===== src/design/paj_pkg.sv =====
`default_nettype none

package paj_pkg;

   //////////////////////////////
   // Bus timing
   //////////////////////////////
   localparam int STABLE_CYCLES = 64;            // Power-up wait
   localparam int SCL_PERIOD    = 20;            // Clocks per SCL period
   localparam int SCL_HIGH      = 10;            // High phase leads
   localparam int SDA_SETUP     = 4;             // Into high region
   localparam int STOP_WAIT     = 100;           // Inter-frame gap
   localparam int BYTE_BITS     = 8;

   //////////////////////////////
   // Sensor
   //////////////////////////////
   localparam logic [6:0] SLAVE_ADDRESS = 7'h73;
   localparam int NUM_REGS = 2;
   localparam logic [NUM_REGS-1:0][7:0] REG_LIST = {8'h02, 8'h01};  // Index 0 read first

   // Counter widths
   localparam int STABLE_CNT_W = $clog2(STABLE_CYCLES + 1);
   localparam int SCL_CNT_W    = $clog2(SCL_PERIOD);
   localparam int BIT_CNT_W    = $clog2(BYTE_BITS);
   localparam int WAIT_CNT_W   = $clog2(STOP_WAIT + 1);
   localparam int FRAME_CNT_W  = $clog2(NUM_REGS + 1);
   localparam int REG_IDX_W    = (NUM_REGS > 1) ? $clog2(NUM_REGS) : 1;

   typedef enum logic [3:0]
   {
      IDLE,
      START,
      SLAVE_ADDR,
      SLAVE_ACK,
      REG_ADDR,
      REP_START,
      DATA_READ,
      MASTER_NACK,
      STOP,
      DONE
   } i2c_state_e;

   typedef enum logic
   {
      RW_WRITE = 1'b0,
      RW_READ  = 1'b1
   } rw_e;

   typedef struct packed
   {
      logic scl;
      logic rise;                                // One cycle after SCL goes high
      logic fall;
      logic high_region;
   } scl_timing_t;

   typedef struct packed
   {
      logic [7:0] reg_addr;
      logic       last;                          // Final frame of the list
   } frame_cmd_t;

   typedef struct packed
   {
      logic [7:0] reg_addr;
      logic [7:0] data;
   } read_result_t;

endpackage

`default_nettype wire


===== src/design/power_up_timer.sv =====
`timescale 1ns/100ps
`default_nettype none

module power_up_timer
(
   input  wire  Clk_i,
   input  wire  Reset_i,
   input  wire  Switch_i,
   output logic Stable_o
);

   logic [paj_pkg::STABLE_CNT_W-1:0] count_r;
   logic                             stable_r;

   always_ff @(posedge Clk_i or negedge Reset_i)
   begin
      if (!Reset_i)
      begin
         count_r <= '0;
      end
      else if (Switch_i && count_r < paj_pkg::STABLE_CYCLES)
      begin
         count_r <= count_r + 1'b1;             // Holds if switch drops
      end
   end

   always_ff @(posedge Clk_i or negedge Reset_i)
   begin
      if (!Reset_i)
      begin
         stable_r <= 1'b0;
      end
      else if (count_r == paj_pkg::STABLE_CYCLES)
      begin
         stable_r <= 1'b1;                      // Sticky until reset
      end
   end

   assign Stable_o = stable_r;

endmodule

`default_nettype wire


===== src/design/scl_generator.sv =====
`timescale 1ns/100ps
`default_nettype none

module scl_generator
(
   input  wire                  Clk_i,
   input  wire                  Reset_i,
   input  wire                  Run_i,
   output paj_pkg::scl_timing_t Scl_timing_o
);

   logic [paj_pkg::SCL_CNT_W-1:0] period_cnt_r;
   logic                          scl;
   logic                          scl_d_r;
   logic                          rise_r;
   logic                          fall_r;
   logic                          high_region_r;

   //////////////////////////////
   // Period counter
   //////////////////////////////
   always_ff @(posedge Clk_i or negedge Reset_i)
   begin
      if (!Reset_i)
      begin
         period_cnt_r <= '0;
      end
      else if (!Run_i)
      begin
         period_cnt_r <= '0;                    // Parks SCL high
      end
      else if (period_cnt_r == paj_pkg::SCL_PERIOD - 1)
      begin
         period_cnt_r <= '0;
      end
      else
      begin
         period_cnt_r <= period_cnt_r + 1'b1;
      end
   end

   assign scl = (period_cnt_r < paj_pkg::SCL_HIGH);

   //////////////////////////////
   // Edge detection
   //////////////////////////////
   always_ff @(posedge Clk_i or negedge Reset_i)
   begin
      if (!Reset_i)
      begin
         scl_d_r       <= 1'b1;
         rise_r        <= 1'b0;
         fall_r        <= 1'b0;
         high_region_r <= 1'b1;                 // Bus idles high
      end
      else
      begin
         scl_d_r <= scl;
         rise_r  <= scl && !scl_d_r;
         fall_r  <= !scl && scl_d_r;
         if (scl && !scl_d_r)
         begin
            high_region_r <= 1'b1;
         end
         else if (!scl && scl_d_r)
         begin
            high_region_r <= 1'b0;
         end
      end
   end

   assign Scl_timing_o = '{scl: scl, rise: rise_r, fall: fall_r, high_region: high_region_r};

   // No SCL level shorter than two clocks
   a_edges_exclusive: assert property (@(posedge Clk_i) disable iff (!Reset_i)
      (rise_r || fall_r) |=> !(rise_r || fall_r));

endmodule

`default_nettype wire


===== src/design/read_sequence_regs.sv =====
`timescale 1ns/100ps
`default_nettype none

module read_sequence_regs
(
   input  wire                 Clk_i,
   input  wire                 Reset_i,
   input  wire                 Frame_end_i,
   input  wire paj_pkg::rw_e   Rw_i,
   output paj_pkg::frame_cmd_t Frame_cmd_o,
   output logic [7:0]          Slave_byte_o
);

   logic [paj_pkg::FRAME_CNT_W-1:0] frame_cnt_r;
   logic [paj_pkg::REG_IDX_W-1:0]   reg_idx;

   always_ff @(posedge Clk_i or negedge Reset_i)
   begin
      if (!Reset_i)
      begin
         frame_cnt_r <= '0;
      end
      else if (Frame_end_i && frame_cnt_r < paj_pkg::NUM_REGS)
      begin
         frame_cnt_r <= frame_cnt_r + 1'b1;     // Saturates at NUM_REGS
      end
   end

   // Register table lookup
   always_comb
   begin
      reg_idx              = frame_cnt_r[paj_pkg::REG_IDX_W-1:0];
      Frame_cmd_o.reg_addr = 8'hFF;             // Past the list
      Frame_cmd_o.last     = 1'b0;
      if (frame_cnt_r < paj_pkg::NUM_REGS)
      begin
         Frame_cmd_o.reg_addr = paj_pkg::REG_LIST[reg_idx];
         Frame_cmd_o.last     = (frame_cnt_r == paj_pkg::NUM_REGS - 1);
      end
   end

   assign Slave_byte_o = {paj_pkg::SLAVE_ADDRESS, Rw_i};  // Direction in bit 0

endmodule

`default_nettype wire


===== src/design/i2c_read_fsm.sv =====
`timescale 1ns/100ps
`default_nettype none

module i2c_read_fsm
(
   input  wire                       Clk_i,
   input  wire                       Reset_i,
   input  wire                       Power_stable_i,
   input  wire                       Sda_i,
   input  wire paj_pkg::scl_timing_t Scl_timing_i,
   input  wire paj_pkg::frame_cmd_t  Frame_cmd_i,
   input  wire [7:0]                 Slave_byte_i,
   output logic                      Scl_run_o,
   output logic                      Sda_low_o,
   output paj_pkg::rw_e              Rw_o,
   output logic                      Frame_end_o,
   output logic                      Read_valid_o,
   output logic                      Data_available_o,
   output logic                      Seq_done_o,
   output paj_pkg::read_result_t     Read_result_o
);

   paj_pkg::i2c_state_e              state_r;
   paj_pkg::i2c_state_e              ack_phase_r;   // Byte before the ack slot
   paj_pkg::rw_e                     rw_r;
   paj_pkg::read_result_t            result_r;
   logic                             scl_run_r;
   logic                             sda_low_r;
   logic [paj_pkg::BIT_CNT_W-1:0]    bit_cnt_r;
   logic [paj_pkg::WAIT_CNT_W-1:0]   wait_cnt_r;
   logic [paj_pkg::BYTE_BITS-1:0]    tx_r;
   logic [paj_pkg::BYTE_BITS-1:0]    rx_r;
   logic                             frame_end_r;
   logic                             read_valid_r;
   logic                             data_available_r;
   logic                             seq_done_r;

   always_ff @(posedge Clk_i or negedge Reset_i)
   begin
      if (!Reset_i)
      begin
         state_r          <= paj_pkg::IDLE;
         ack_phase_r      <= paj_pkg::SLAVE_ADDR;
         rw_r             <= paj_pkg::RW_WRITE;
         result_r         <= '0;
         scl_run_r        <= 1'b0;
         sda_low_r        <= 1'b0;
         bit_cnt_r        <= '0;
         wait_cnt_r       <= '0;
         tx_r             <= '0;
         rx_r             <= '0;
         frame_end_r      <= 1'b0;
         read_valid_r     <= 1'b0;
         data_available_r <= 1'b0;
         seq_done_r       <= 1'b0;
      end
      else
      begin
         frame_end_r      <= 1'b0;              // Pulses
         read_valid_r     <= 1'b0;
         data_available_r <= 1'b0;
         case (state_r)
            paj_pkg::IDLE:
            begin
               if (Power_stable_i)
               begin
                  state_r    <= paj_pkg::START;
                  rw_r       <= paj_pkg::RW_WRITE;
                  wait_cnt_r <= '0;
               end
            end
            paj_pkg::START:
            begin
               if (!scl_run_r && Scl_timing_i.high_region)
               begin
                  wait_cnt_r <= wait_cnt_r + 1'b1;
                  if (wait_cnt_r == paj_pkg::SDA_SETUP - 1)
                  begin
                     sda_low_r <= 1'b1;         // SDA falls under high SCL
                     scl_run_r <= 1'b1;
                  end
               end
               else if (scl_run_r && Scl_timing_i.fall)
               begin
                  state_r   <= paj_pkg::SLAVE_ADDR;
                  sda_low_r <= !Slave_byte_i[7];
                  tx_r      <= {Slave_byte_i[6:0], 1'b0};
                  bit_cnt_r <= '0;
               end
            end
            //////////////////////////////
            // Byte shift out, MSB first
            //////////////////////////////
            paj_pkg::SLAVE_ADDR, paj_pkg::REG_ADDR:
            begin
               if (Scl_timing_i.fall)
               begin
                  if (bit_cnt_r == paj_pkg::BYTE_BITS - 1)
                  begin
                     state_r     <= paj_pkg::SLAVE_ACK;
                     ack_phase_r <= state_r;
                     sda_low_r   <= 1'b0;       // Release for slave ack
                  end
                  else
                  begin
                     sda_low_r <= !tx_r[paj_pkg::BYTE_BITS-1];
                     tx_r      <= tx_r << 1;
                     bit_cnt_r <= bit_cnt_r + 1'b1;
                  end
               end
            end
            paj_pkg::SLAVE_ACK:
            begin
               if (Scl_timing_i.fall)
               begin
                  bit_cnt_r <= '0;
                  if (ack_phase_r == paj_pkg::REG_ADDR)
                  begin
                     state_r <= paj_pkg::REP_START;
                     rw_r    <= paj_pkg::RW_READ;
                  end
                  else if (rw_r == paj_pkg::RW_WRITE)
                  begin
                     state_r   <= paj_pkg::REG_ADDR;
                     sda_low_r <= !Frame_cmd_i.reg_addr[7];
                     tx_r      <= {Frame_cmd_i.reg_addr[6:0], 1'b0};
                  end
                  else
                  begin
                     state_r <= paj_pkg::DATA_READ;
                  end
               end
            end
            paj_pkg::REP_START:
            begin
               if (Scl_timing_i.rise)
               begin
                  state_r    <= paj_pkg::START;
                  scl_run_r  <= 1'b0;           // Hold SCL high
                  wait_cnt_r <= '0;
               end
            end
            paj_pkg::DATA_READ:
            begin
               if (Scl_timing_i.rise)
               begin
                  rx_r <= {rx_r[paj_pkg::BYTE_BITS-2:0], Sda_i};
               end
               if (Scl_timing_i.fall)
               begin
                  if (bit_cnt_r == paj_pkg::BYTE_BITS - 1)
                  begin
                     state_r <= paj_pkg::MASTER_NACK;  // SDA stays released
                  end
                  else
                  begin
                     bit_cnt_r <= bit_cnt_r + 1'b1;
                  end
               end
            end
            paj_pkg::MASTER_NACK:
            begin
               if (Scl_timing_i.fall)
               begin
                  state_r    <= paj_pkg::STOP;
                  sda_low_r  <= 1'b1;
                  wait_cnt_r <= '0;
               end
            end
            //////////////////////////////
            // Stop and inter-frame wait
            //////////////////////////////
            paj_pkg::STOP:
            begin
               if (Scl_timing_i.rise)
               begin
                  scl_run_r <= 1'b0;
               end
               if (Scl_timing_i.high_region)
               begin
                  wait_cnt_r <= wait_cnt_r + 1'b1;
                  if (wait_cnt_r == paj_pkg::SDA_SETUP - 1)
                  begin
                     sda_low_r        <= 1'b0;  // SDA rises under high SCL
                     read_valid_r     <= 1'b1;
                     result_r         <= '{reg_addr: Frame_cmd_i.reg_addr, data: rx_r};
                     data_available_r <= Frame_cmd_i.last;
                     if (Frame_cmd_i.last)
                     begin
                        seq_done_r <= 1'b1;
                     end
                  end
                  if (wait_cnt_r == paj_pkg::STOP_WAIT - 1)
                  begin
                     frame_end_r <= 1'b1;
                     if (Frame_cmd_i.last)
                     begin
                        state_r <= paj_pkg::DONE;
                     end
                     else
                     begin
                        state_r <= paj_pkg::IDLE;
                     end
                  end
               end
            end
            paj_pkg::DONE:
            begin
               state_r <= paj_pkg::DONE;        // Halts until reset
            end
            default:
            begin
               state_r <= paj_pkg::IDLE;
            end
         endcase
      end
   end

   assign Scl_run_o        = scl_run_r;
   assign Sda_low_o        = sda_low_r;
   assign Rw_o             = rw_r;
   assign Frame_end_o      = frame_end_r;
   assign Read_valid_o     = read_valid_r;
   assign Data_available_o = data_available_r;
   assign Seq_done_o       = seq_done_r;
   assign Read_result_o    = result_r;

   // SDA only moves under high SCL for start, repeated start and stop
   a_sda_stable_scl_high: assert property (@(posedge Clk_i) disable iff (!Reset_i)
      (Scl_timing_i.scl && $past(Scl_timing_i.scl) && sda_low_r != $past(sda_low_r))
      |-> ($past(state_r) inside {paj_pkg::START, paj_pkg::REP_START, paj_pkg::STOP}));

   a_valid_after_stop: assert property (@(posedge Clk_i) disable iff (!Reset_i)
      read_valid_r |-> (state_r == paj_pkg::STOP && !sda_low_r && Scl_timing_i.scl));

endmodule

`default_nettype wire


===== src/design/paj_reader_top.sv =====
`timescale 1ns/100ps
`default_nettype none

module paj_reader_top
(
   input  wire                   Clk_i,
   input  wire                   Reset_i,
   input  wire                   Switch_i,
   input  wire                   Sda_i,
   output logic                  Scl_o,
   output logic                  Sda_low_o,
   output logic                  Read_valid_o,
   output logic                  Data_available_o,
   output logic                  Seq_done_o,
   output paj_pkg::read_result_t Read_result_o
);

   logic                 power_stable;
   logic                 scl_run;
   logic                 frame_end;
   logic [7:0]           slave_byte;
   paj_pkg::rw_e         rw;
   paj_pkg::scl_timing_t scl_timing;
   paj_pkg::frame_cmd_t  frame_cmd;

   power_up_timer power_up_timer0
   (
      .Clk_i    (Clk_i),
      .Reset_i  (Reset_i),
      .Switch_i (Switch_i),
      .Stable_o (power_stable)
   );

   scl_generator scl_generator0
   (
      .Clk_i        (Clk_i),
      .Reset_i      (Reset_i),
      .Run_i        (scl_run),
      .Scl_timing_o (scl_timing)
   );

   read_sequence_regs read_sequence_regs0
   (
      .Clk_i        (Clk_i),
      .Reset_i      (Reset_i),
      .Frame_end_i  (frame_end),
      .Rw_i         (rw),
      .Frame_cmd_o  (frame_cmd),
      .Slave_byte_o (slave_byte)
   );

   i2c_read_fsm i2c_read_fsm0
   (
      .Clk_i            (Clk_i),
      .Reset_i          (Reset_i),
      .Power_stable_i   (power_stable),
      .Sda_i            (Sda_i),
      .Scl_timing_i     (scl_timing),
      .Frame_cmd_i      (frame_cmd),
      .Slave_byte_i     (slave_byte),
      .Scl_run_o        (scl_run),
      .Sda_low_o        (Sda_low_o),
      .Rw_o             (rw),
      .Frame_end_o      (frame_end),
      .Read_valid_o     (Read_valid_o),
      .Data_available_o (Data_available_o),
      .Seq_done_o       (Seq_done_o),
      .Read_result_o    (Read_result_o)
   );

   assign Scl_o = scl_timing.scl;

endmodule

`default_nettype wire


===== config.mk =====
export PLATFORM = sky130hd
export DESIGN_NAME = paj_reader_top
export DESIGN_NICKNAME = d
export VERILOG_FILES = /design/src/design/paj_pkg.sv /design/src/design/power_up_timer.sv /design/src/design/scl_generator.sv /design/src/design/read_sequence_regs.sv /design/src/design/i2c_read_fsm.sv /design/src/design/paj_reader_top.sv
export SDC_FILE = /design/constraint.sdc
export NUM_CORES = 1
export LEC_CHECK = 0
export BUFFER_PORTS_ARGS = -buffer_cell sky130_fd_sc_hd__buf_4
export CAP_MARGIN = 15
export CORE_AREA = 3 3 88 90
export DETAILED_ROUTE_END_ITERATION = 8
export DIE_AREA = 0 0 91 93
export PLACE_DENSITY = 0.75
export SLEW_MARGIN = 20
export SYNTH_ARGS = -nofsm -noshare
export SYNTH_HDL_FRONTEND = slang
export SYNTH_HIERARCHICAL = 1
export SYNTH_SLANG_ARGS = --single-unit

===== constraint.sdc =====
create_clock -name Clk_i -period 1.9 [get_ports Clk_i]
set_input_delay 0.095 -clock Clk_i [delete_from_list [all_inputs] [get_ports Clk_i]]
set_output_delay 0.095 -clock Clk_i [all_outputs]
set_load 0.02 [all_outputs]

# == After elaboration in Yosys (flattened, before gate mapping) ==
# Cells that the tools add are included.
# totals
reg_bits,76
input_bits,4
output_inout_bits,21
wordCells,176
# op_classes
addsub,5
magnitude_cmp,4
eq_ne,40
n_mux,71
reduce_logical,33
# ops
cell,n
two-way mux 8 bit,8
two-way mux 4 bit,14
case mux 4 bit (9 select lines),1
two-way mux 7 bit,5
case mux 7 bit (5 select lines),1
two-way mux 1 bit,27
inequality test 2 bit (second input constant),12
case mux 8 bit (3 select lines),1
equality test 4 x 3 -> 1 bit (second input constant),5
inequality test 2 x 1 -> 1 bit (second input constant),10
two-way mux 3 bit,5
adder 7 x 1 -> 7 bit (second input constant),2
equality test 7 bit (second input constant),2
AND reduction 12 bit,1
AND reduction 4 bit,3
AND reduction 6 bit,2
two-way mux 5 bit,2
AND reduction 10 bit,1
nonzero test 5 bit,2
two-way mux 9 bit,1
case mux 3 bit (3 select lines),1
equality test 4 x 2 -> 1 bit (second input constant),2
equality test 4 bit (second input constant),2
AND reduction 8 bit,1
other kinds (26),42

# == Depth between registers and ports, before layout ==
# Gate-level depths: netlist of run 1.
# depth
word_depth,8
ltp_mapped,8

# == Modules after synthesis ==
# The synthesis of run 1 kept the hierarchy.
# by_module_without_submodules
mod,instances,cells_each,area_each_um2,seq_area_each_um2
i2c_read_fsm,1,251,2810.2,1402.6
scl_generator,1,38,424.2,227.7
power_up_timer,1,29,355.3,200.2
read_sequence_regs,1,29,245.2,50.0

# == Worst setup path before layout of run 1 ==
# OpenSTA, ideal clock, no wires.
# synth_path
path_type,reg2reg
start,reg scl_generator0.high_region_r
end,reg i2c_read_fsm0/wait_cnt_r[5] (netlist bit)
arrival_time_ns,1.896
setup_slack_ns,-0.091
stages_incl_launch_ff,8
cell_sequence,dfstp_2 > buf_4 > nand2b_4 > or4b_1 > a21o_1 > or2_0 > buf_2 > o31ai_1
# synth_via
elab_chain_len,3
# synth_rtl
item,line_no,rtl
start: declaration,scl_generator.sv:17,logic high_region_r;
start signal: assignment,scl_generator.sv:54,high_region_r <= 1'b1;
start signal: assignment,scl_generator.sv:63,high_region_r <= 1'b1;
start signal: assignment,scl_generator.sv:67,high_region_r <= 1'b0;
logical AND 1 bit,i2c_read_fsm.sv:74,if (!scl_run_r && Scl_timing_i.high_region)
inequality test 2 x 1 -> 1 bit (no source line),-,
AND reduction 6 bit (no source line) (*),-,
end signal: assignment,i2c_read_fsm.sv:76,wait_cnt_r <= wait_cnt_r + 1'b1;
end signal: assignment,i2c_read_fsm.sv:181,wait_cnt_r <= wait_cnt_r + 1'b1;
end: declaration,i2c_read_fsm.sv:30,logic [paj_pkg::WAIT_CNT_W-1:0] wait_cnt_r;
# Mark *: on every way between the ends. The rest lies on a longest branch, timed or not.
# A chain may end at the register's enable or synchronous reset.

# == Worst setup path after layout of run 1 ==
# layout_path
start,reg i2c_read_fsm0/wait_cnt_r[1] (netlist bit)
end,"reg i2c_read_fsm0.sda_low_r, in the netlist i2c_read_fsm0/Sda_low_o"
# layout_via
elab_chain_len,3
# layout_rtl
item,line_no,rtl
equality test 7 x 2 -> 1 bit (*),"i2c_read_fsm.sv:77, i2c_read_fsm.sv:182",
inequality test 3 bit (no source line) / inequality test 2 x 1 -> 1 bit (equally long branches),-,
AND reduction 10 bit (no source line) (*),-,
end signal: assignment,i2c_read_fsm.sv:86,sda_low_r <= !Slave_byte_i[7];
end signal: assignment,i2c_read_fsm.sv:106,sda_low_r <= !tx_r[paj_pkg::BYTE_BITS-1];
end signal: assignment,i2c_read_fsm.sv:125,sda_low_r <= !Frame_cmd_i.reg_addr[7];
end: declaration,i2c_read_fsm.sv:28,logic sda_low_r;
# Marks and branches as above.

==> results of run 1 <==
cells in the mapped netlist (7+ instances only):
| cell type | number | area [sq um] |
|---|---|---|
| nand2_1 | 16 | 60.1 |
| buf_4 | 22 | 165 |
| and3_1 | 7 | 43.8 |
| xnor2_1 | 7 | 61.3 |
| inv_1 | 17 | 63.8 |
| a21oi_1 | 8 | 40.0 |
| ha_1 | 11 | 138 |
| o21ai_0 | 21 | 105 |
| nand3_1 | 8 | 40.0 |
| mux2_2 | 31 | 349 |
| buf_2 | 7 | 35.0 |
| nor2_1 | 13 | 48.8 |
| dfrtp_1 | 72 | 1800 |
| mux2i_1 | 8 | 80.1 |
| a21o_1 | 7 | 52.6 |
worst max path at each step:
stage                     slack [ns]  cells past startpoint                          end                    startpoint
after floorplan                -0.05                      7  i2c_read_fsm0/wait_cnt_r[5]  scl_generator0/high_region_r
after global placement         -0.06                      5  i2c_read_fsm0/wait_cnt_r[5]      i2c_read_fsm0/state_r[3]
after detailed placement       -0.13                      6     i2c_read_fsm0/state_r[1]   i2c_read_fsm0/wait_cnt_r[1]
after CTS                      -0.05                      6      i2c_read_fsm0/Sda_low_o   i2c_read_fsm0/wait_cnt_r[0]
after global routing           -0.09                      6      i2c_read_fsm0/Sda_low_o      i2c_read_fsm0/state_r[0]
final                          -0.03                      6      i2c_read_fsm0/Sda_low_o   i2c_read_fsm0/wait_cnt_r[1]
power groups by stage:
stage                     Combinational (uW)  Sequential [uW]  Clock, uW
after floorplan                         1310             1860          0
after global placement                  1980             1920          0
after detailed placement                2030             1920          0
after CTS                               2200             1910       1360
after global routing                    2570             1930       1430
final                                   2370             1910       1330
layer usage:
| layer | up-vias | GRT usage, % | share of wire, % |
|---|---|---|---|
| met4 | 0 | 10.9 | 2.4 |
| met1 | 1424 | 25.8 | 44 |
| met3 | 17 | 4.02 | 3.6 |
| met5 | - | 0 | 0 |
| li1 | 1353 | - | - |
| met2 | 78 | 33.7 | 50 |
cell usage in the layout (no fill, tap or decap), drive strengths merged, types with 4 or more instances in the layout:
cell	count
a21oi	8
nor4b	4
nand2b	4
mux2i	8
nand4	4
and2	6
inv	21
a21o	7
o21ai	24
nand3	8
ha	11
mux2	34
clkbuf	11
nor2b	9
nor2	14
o31ai	5
a22o	6
conb	7
nand2	17
dfrtp	72
or2	4
and3	7
buf	81
xnor2	7
metrics by stage:
stage,setup slack (ns),cells
3_3_place_gp,-0.0560,492
2_1_floorplan,-0.0483,352
5_1_grt,-0.0862,522
6_report,-0.0334,522
3_5_place_dp,-0.131,492
4_1_cts,-0.0509,516
critical path, delay by kind of cell (launching register included):
family | cells | cell delay, ns
AOI/OAI and AO/OA | 1 | 0.11
adders and majority gates | 1 | 0.19
DFF | 1 | 0.40
muxes | 1 | 0.32
and+or+nand+nor | 3 | 0.81
sequential cells by signal, summed over array words and instances (netlist names), 2 cells and up:
name and flops:
i2c_read_fsm0/Read_result_o 16, i2c_read_fsm0/rx_r 8, i2c_read_fsm0/tx_r 7, i2c_read_fsm0/wait_cnt_r 7, power_up_timer0/count_r 7, scl_generator0/period_cnt_r 5, i2c_read_fsm0/ack_phase_r 4, i2c_read_fsm0/state_r 4
i2c_read_fsm0/bit_cnt_r 3, read_sequence_regs0/frame_cnt_r 2
final cells by class:
class                   count  area [sq um]
clock buffers               9           124
inverters                  18          67.6
well taps                  99           124
multi-input cells         228          1860
clock inverters             7          91.3
repair buffers             86           741
fillers                   547          2240
flip-flops and latches     75          1880
cell families (layout without fill, tap and decap cells):
group                      Yosys count  in the layout  share of synthesized area, %
and+or+nand+nor                     90             90                          14.0
buffers and inverters               49            120                          7.21
adders and majority gates           11             11                          3.59
DFF                                 75             75                          49.0
AOI/OAI and AO/OA                   70             70                          12.1
muxes                               42             42                          12.1
xor gates and xnor gates             8              8                          1.83
other                                2              7                         0.196
timing repair:
item	4_1_cts	5_1_grt
setup buffers	5	4
endpoints found under the hold margin	34	0
hold buffers	3	0
gates resized for setup	25	19
gates cloned	0	2
endpoints found under the setup margin	34	34
pin swaps	6	4
==> results_dict.tcl, run 1 <==
set metrics [dict create \
    setup_tns_ns -0.0437 \
    cts_tree "done" \
    final_util_pct 68.6 \
    crit_type "flop to flop" \
    fin_crit_ns 1.93 \
    end_kind "flop" \
    setup_slack_ns -0.0334 \
    die_w_um 91 \
    clk_latency_ns 0.36 \
    powerDensity_mw_per_mm2 1150 \
    ys.flop_type "dfrtp_1" \
    yosys_warnings 6 \
    async_flop_share_pct 100 \
    area_growth_syn_to_layout_pct 27.6 \
    cp_slowest_cell "or4_4" \
    violations "negative setup slack" \
    clock_path_buffers 2 \
    grt_max_degree 42 \
    rows 31 \
    drc 0 \
    io_pins 25 \
    synth_cells 347 \
    clkPwrFrac_pct 23.8 \
    crit_chain "ha_2 -> nor4b_4 -> nor3b_4 -> or4_4 -> o2111ai_4 -> mux2_4" \
    power.switching_uw 2080 \
    grt_pass1_vias 2882 \
    drt_pre_antenna_iters 4 \
    ys_seq_area_share_pct 49.0 \
    fmax_mhz 517 \
    dpl.hpwl_um 5600 \
    avgViaCountPerCell 5.50 \
    numPortBuffers 24 \
    p_leak_uw 0.00246 \
    yosys_register_bits 75 \
    gp_congestion 0.911 \
    rrSetupSlack_ns -0.03 \
    peakVddDrop_mv 0.733 \
    clkSinkCount 75 \
    drv_slew 0 \
    fin_crit_sh_pct 102 \
    pwr-share-comb_pct 42.2 \
    synth_edf_count 0 \
    cts_buffers 9 \
    final_area_sq_mm 0.00489 \
    syn_area_per_cell_sq_um 11.1 \
    drt-initial-drc-count 291 \
    coreArea_sq_mm 0.00714 \
    reg2reg_from "i2c_read_fsm0/wait_cnt_r[1]" \
    synth_cell_types 61 \
    whs_ns 0.222 \
    die_y_um 93 \
    track_usage_pct 20.6 \
    clk_pin_slew_ns 0.09 \
    setup_viol 4 \
    timing.rr.end "i2c_read_fsm0/Sda_low_o" \
    required_ns 2.15 \
    path_max_fanout 3 \
    r2r_cells 6 \
    cts_root_buf "clkbuf_8" \
    antenna_cells 0 \
    swShare_pct 37.1 \
    hp-class "primary input to asynchronous set/reset pin" \
    outcome "finished, violations left" \
    power_uw 5620 \
    place_area_sq_mm 0.00436 \
    dieArea_sq_mm 0.00846 \
    nNetsFinal 433 \
    finalHoldViolations 0 \
    skew_ns 0.0120 \
    antenna_left 0 \
    post_drt_wl_per_cell_um 16.4 \
    vias 2872 \
    syn-cell-area_sq_mm 0.00383 \
    drive_above_1_share_pct 40.0 \
    slowest_delay_ns 0.51 \
    internal-power_uw 3540 \
    rsz0062_at_grt "true" \
    seqPwrFrac_pct 34.0 \
    cp-start-kind "flop" \
    routed_wl_um 8550 \
    h-tree-depth 3 \
    grt-ovfl-total 0 \
    antenna_found_initial 0 \
    drv_cap 0 \
    start_util_pct 53.7 \
    grt_pass1_wl_um 13600 \
    cp_data_arrival_time_ns 2.18 \
]
No activity file was read; power rests on OpenSTA's default activity.
==> run 2: changes to the inputs <==
--- a/config.mk
+++ b/config.mk
@@ -5,11 +5,13 @@
 export SDC_FILE = /design/constraint.sdc
 export NUM_CORES = 1
 export LEC_CHECK = 0
+export ABC_AREA = 1
 export BUFFER_PORTS_ARGS = -buffer_cell sky130_fd_sc_hd__buf_4
 export CAP_MARGIN = 15
-export CORE_AREA = 3 3 88 90
+export CORE_AREA = 3 3 90 92
 export DETAILED_ROUTE_END_ITERATION = 8
-export DIE_AREA = 0 0 91 93
+export DIE_AREA = 0 0 93 95
+export GPL_ROUTABILITY_DRIVEN = 0
 export PLACE_DENSITY = 0.75
 export SLEW_MARGIN = 20
 export SYNTH_ARGS = -nofsm -noshare
==> results_dict.tcl, run 2 <==
set metrics [dict create \
    finalHoldViolations 0 \
    synth_cells 507 \
    start_util_pct 55.2 \
    cts_buffers 9 \
    crit_type "flop to flop" \
    rsz0062_at_grt "false" \
    syn-cell-area_sq_mm 0.00402 \
    grt_pass1_wl_um 13900 \
    antenna_left 0 \
    die_y_um 95 \
    peakVddDrop_mv 0.398 \
    synth_cell_types 40 \
    grt_max_degree 41 \
    yosys_warnings 6 \
    path_max_fanout 14 \
    dpl.hpwl_um 5750 \
    syn_area_per_cell_sq_um 7.93 \
    setup_slack_ns 0.162 \
    drt-initial-drc-count 251 \
    setup_viol 0 \
    ys_seq_area_share_pct 46.7 \
    required_ns 2.17 \
    grt-ovfl-total 0 \
    yosysTopAreaCell "dfrtp_1" \
    fmax_mhz 575 \
    drc 0 \
    outcome "finished, final reports clean" \
    async_flop_share_pct 100 \
    cts_setup_buffers 0 \
    post-place-ws_ns 0.0788 \
    cp_data_arrival_time_ns 2.01 \
    whs_ns 0.101 \
    pwr-share-comb_pct 1.8 \
    ys_top_cells_by_count "179 x nand2_1, 72 x dfrtp_1, 41 x nand3_1" \
    clk_latency_ns 0.35 \
    end_kind "flop" \
    power.switching_uw 663 \
    ys.flop_type "dfrtp_1" \
    yosys.area.top_type_share_pct 44.8 \
    largest_reg_flops 16 \
    track_usage_pct 19.8 \
    synthMostInstantiatedCell "nand2_1" \
    routed_wl_um 7860 \
    antenna_cells 0 \
    grt_pass1_vias 3159 \
    nNetsFinal 549 \
    layout_common_cells "179 x nand2_1, 72 x dfrtp_1, 41 x nand3_1, 40 x inv_1, 39 x nor2_1" \
    antenna_found_initial 0 \
    die_w_um 93 \
    internal-power_uw 2240 \
    drive_above_1_share_pct 17.3 \
    nFillCells 655 \
    clock_path_buffers 2 \
    h-tree-depth 3 \
    cp-start-kind "flop" \
    vias 3280 \
    powerDensity_mw_per_mm2 644 \
    synthTopCellsByArea "dfrtp_1 45%, nand2_1 17%, nand3_1 5.1%, inv_1 3.7%, nor2_1 3.7%" \
    cts_tree "done" \
    drv_slew 0 \
    avgViaCountPerCell 5.14 \
    drt_pre_antenna_iters 4 \
    clkSinkCount 75 \
    cts_root_buf "clkbuf_8" \
    setup_tns_ns 0 \
    post_drt_wl_per_cell_um 12.3 \
    clk_pin_slew_ns 0.08 \
    synth_edf_count 0 \
    clkPwrFrac_pct 43.2 \
    io_pins 25 \
    skew_ns 0.0130 \
    mostFrequentLayoutCell "nand2_1" \
    coreArea_sq_mm 0.00729 \
    dieArea_sq_mm 0.00884 \
    fin_crit_sh_pct 91.5 \
    swShare_pct 22.9 \
    numPortBuffers 24 \
    area_growth_syn_to_layout_pct 12.0 \
    rows 31 \
    drv_cap 0 \
    seqPwrFrac_pct 55.0 \
    yosys_register_bits 75 \
    p_leak_uw 0.00230 \
    fin_crit_ns 1.74 \
    hp-class "primary input to flop" \
]
run 2: changes by cell type in the layout (fill, tap and decap cells not counted), sizes merged, moves of 5 or more:
cell,change
a22o,-6
nor2,+36
mux2i,-8
nand2,+173
a21o,-7
mux2,-33
nand3,+37
inv,+29
nor2b,-9
and2,-6
o31ai,-5
buf,-49
and3,-7
run 2: critical path: stages, from the launching register on:
cell,delay [ns]
dfrtp_1,0.46
nor2_1,0.28
nand2_2,0.12
nand2_4,0.19
nand2_1,0.10
nand2_1,0.17
nor2_4,0.09
nand2_4,0.12
nand2_1,0.06
o21ai_1,0.07
run 2: timing repair:
| action | 4_1_cts | 5_1_grt |
|---|---|---|
| hold buffers | 1 | 1 |
| gates resized for setup | 0 | 5 |
| setup endpoints to repair | 0 | 21 |
| endpoints found under the hold margin | 35 | 1 |
run 2: final timing paths:
| kind | from | endpoint | slack [ns] | cells past startpoint |
|---|---|---|---|---|
| min reg2reg | i2c_read_fsm0/rx_r[7] | i2c_read_fsm0/Read_result_o[7] | 0.46 | 2 |
| min | Switch_i | power_up_timer0/count_r[4] | 0.10 | 4 |
| max in group asynchronous | Reset_i | scl_generator0/high_region_r | 1.04 | 3 |
| min in group asynchronous | Reset_i | i2c_read_fsm0/rx_r[5] | 0.24 | 2 |
| max | i2c_read_fsm0/state_r[0] | i2c_read_fsm0/tx_r[1] | 0.16 | 9 |
| max reg2reg | i2c_read_fsm0/state_r[0] | i2c_read_fsm0/tx_r[1] | 0.16 | 9 |
run 2: cells by family after synthesis:
logic type	synth area share, %
XOR/XNOR	1.74
AND/OR/NAND/NOR	33.6
multiplexers	0.280
other	0.187
AO/OA/AOI/OAI	5.47
adder cells (fa/ha/maj)	3.42
buffers and inverters	8.55
flip-flops	46.7
run 2: metrics by stage:
step	instances	total power [uW]	instance area, sq um	utilization [%]
final	638	2900	4500	61.8
after global routing	638	3030	4500	61.8
after CTS	637	2940	4470	61.3
after floorplan	512	1650	4040	-
after global placement	620	1680	4250	58.3
after detailed placement	620	1680	4250	58.3
run 2: per-layer routing:
| metal | up-vias | GRT usage (%) | wire length (um) |
|---|---|---|---|
| met4 | 0 | 9.16 | 196 |
| met1 | 1545 | 24.8 | 3540 |
| met2 | 86 | 33.4 | 3780 |
| met3 | 18 | 3.59 | 339 |
| met5 | - | 0 | 0 |
| li1 | 1631 | - | - |
run 2: layout make-up:
type | count | area [sq um] | area share (%)
timing repair buffer | 34 | 273 | 6.06
tap | 99 | 124 | 2.75
multi-input combinational | 366 | 1840 | 40.8
clock inverter | 7 | 82.6 | 1.83
clock buffer | 9 | 124 | 2.75
inverter | 48 | 184 | 4.08
sequential | 75 | 1880 | 41.7
run 2: power by group through the flow:
stage,Combinational [uW],Sequential (uW),Clock [uW]
finish,51.8,1600,1250
global route,62.3,1600,1370
CTS,53.1,1600,1300
detailed placement,51.3,1630,0
global placement,50.6,1630,0
floorplan,18.6,1630,0
==> run 3: changes to the inputs <==
--- a/config.mk
+++ b/config.mk
@@ -8,9 +8,9 @@
 export ABC_AREA = 1
 export BUFFER_PORTS_ARGS = -buffer_cell sky130_fd_sc_hd__buf_4
 export CAP_MARGIN = 15
-export CORE_AREA = 3 3 90 92
+export CORE_AREA = 2 2 89 91
 export DETAILED_ROUTE_END_ITERATION = 8
-export DIE_AREA = 0 0 93 95
+export DIE_AREA = 0 0 91 93
 export GPL_ROUTABILITY_DRIVEN = 0
 export PLACE_DENSITY = 0.75
 export SLEW_MARGIN = 20
==> results_dict.tcl, run 3 (same netlist as run 2, synthesis figures left out) <==
set metrics [dict create \
    area_growth_syn_to_layout_pct 10.9 \
    setup_slack_ns 0.204 \
    critPathLaunch "i2c_read_fsm0/state_r[1]" \
    r2r_cells 10 \
    drc 0 \
    drt_pre_antenna_iters 4 \
    path_max_fanout 14 \
    cts_root_buf "clkbuf_8" \
    die_y_um 93 \
    nFillCells 673 \
    slowest_delay_ns 0.44 \
    vias 3202 \
    track_usage_pct 20.6 \
    post-place-ws_ns 0.213 \
    cts_buffers 9 \
    timing.rr.end "i2c_read_fsm0/state_r[3]" \
    routed_wl_um 7810 \
    layout_common_cells "179 x nand2_1, 72 x dfrtp_1, 41 x nand3_1, 40 x inv_1, 39 x nor2_1" \
    drv_slew 0 \
    setup_viol 0 \
    powerDensity_mw_per_mm2 653 \
    fin_crit_sh_pct 89.3 \
    rsz0062_at_grt "false" \
    required_ns 2.13 \
    crit_type "flop to flop" \
    power_uw 2910 \
    setup_tns_ns 0 \
    end_kind "flop" \
    drv_cap 0 \
    mostFrequentLayoutCell "nand2_1" \
    nNetsFinal 546 \
    fmax_mhz 590 \
    cts_tree "done" \
    p_leak_uw 0.00229 \
    grt_pass1_vias 3190 \
    avgViaCountPerCell 5.02 \
    cp_slowest_cell "dfrtp_1" \
    grt-ovfl-total 0 \
    h-tree-depth 3 \
    dpl.hpwl_um 5670 \
    largest_reg_flops 16 \
    cp_data_arrival_time_ns 1.93 \
    coreArea_sq_mm 0.00753 \
    skew_ns 0.0120 \
    rows 32 \
    clkSinkCount 75 \
    grt_max_degree 42 \
    start_util_pct 53.4 \
    antenna_cells 0 \
    io_pins 25 \
    cp_common_cell "nand2_1" \
    outcome "finished, final reports clean" \
    reg2reg_from "i2c_read_fsm0/state_r[1]" \
    die_w_um 91 \
    finalHoldViolations 0 \
    post_drt_wl_per_cell_um 12.2 \
    clk_pin_slew_ns 0.09 \
    min_from "Sda_i" \
    final_util_pct 59.2 \
    place_area_sq_mm 0.00424 \
    crit_chain "inv_1 -> nor2_1 -> nand2_2 -> nand2_4 -> nand2_1 -> nand3_1 -> nor2_2 -> nand2_1 -> nand2_1 -> nand2_1" \
    clock_path_buffers 2 \
    hp-class "primary input to flop" \
    clk_latency_ns 0.35 \
    peakVddDrop_mv 0.314 \
    fin_crit_ns 1.70 \
    drt-initial-drc-count 242 \
    antenna_left 0 \
    dieArea_sq_mm 0.00846 \
    antenna_found_initial 0 \
    rrSetupSlack_ns 0.20 \
    setup.worst_path.end "i2c_read_fsm0/state_r[3]" \
    numPortBuffers 24 \
    drive_above_1_share_pct 16.6 \
    cp-start-kind "flop" \
    grt_pass1_wl_um 14100 \
    final_area_sq_mm 0.00446 \
]
## run 3: cell count changes in the layout (fill, tap and decap cells not counted), sizes merged
cell	before	now
inv	50	51
buf	32	30
clkinvlp	3	1
clkinv	1	2
dlygate4sd3	2	1
## run 3: report_power, final
| part | leakage [uW] | internal (uW) | switching, uW | total [uW] |
|---|---|---|---|---|
| registers | 0.000978 | 1600 | 0.221 | 1600 |
| logic | 0.00121 | 13.2 | 37.6 | 50.9 |
| clock network | 0.000103 | 627 | 637 | 1260 |
| total | 0.00229 | 2240 | 675 | 2910 |
## run 3: final cells by class
type                    count  area, sq um  area share, %
clock buffers               9          124           2.78
clock inverters             7         80.1           1.80
inverters                  48          180           4.04
multi-input cells         366         1820           40.8
flip-flops and latches     75         1880           42.2
well taps                 102          128           2.86
repair buffers             31          248           5.56
## run 3: metrics by stage
| stage | instances | hold slack, ns |
|---|---|---|
| detailed placement | 621 | 0.0843 |
| CTS | 638 | 0.00126 |
| finish | 638 | 0.0160 |
| global placement | 621 | 0.0747 |
| global route | 638 | 0.0235 |
| floorplan | 512 | -0.201 |
## run 3: worst min path at each step
| stage | endpoint | cells after the start |
|---|---|---|
| floorplan | i2c_read_fsm0/Data_available_o | 0 |
| global placement | i2c_read_fsm0/rx_r[6] | 1 |
| detailed placement | i2c_read_fsm0/Read_result_o[5] | 1 |
| CTS | i2c_read_fsm0/rx_r[0] | 3 |
| global route | i2c_read_fsm0/rx_r[0] | 3 |
| finish | i2c_read_fsm0/rx_r[0] | 3 |
## run 3: timing repair
action                     CTS  global route
hold buffers                 1             0
gates resized for setup      0             1
setup endpoints to repair    0             4
hold endpoints to repair    34             0
buffers inserted             0             0
## run 3: metal layers
metal  routed length, um  share of wire, %  global-route usage (%)
met3                 308               3.9                    4.92
met5                   0                 0                       0
met1                3590                46                    26.0
met4                 199               2.5                    9.72
met2                3710                48                    33.5
## run 3: critical path: cells and delay by family, from the launching register on
kind                   cells  cell delay [ns]
flip-flops                 1             0.44
buffers and inverters      1             0.13
AND/OR/NAND/NOR            9             1.02
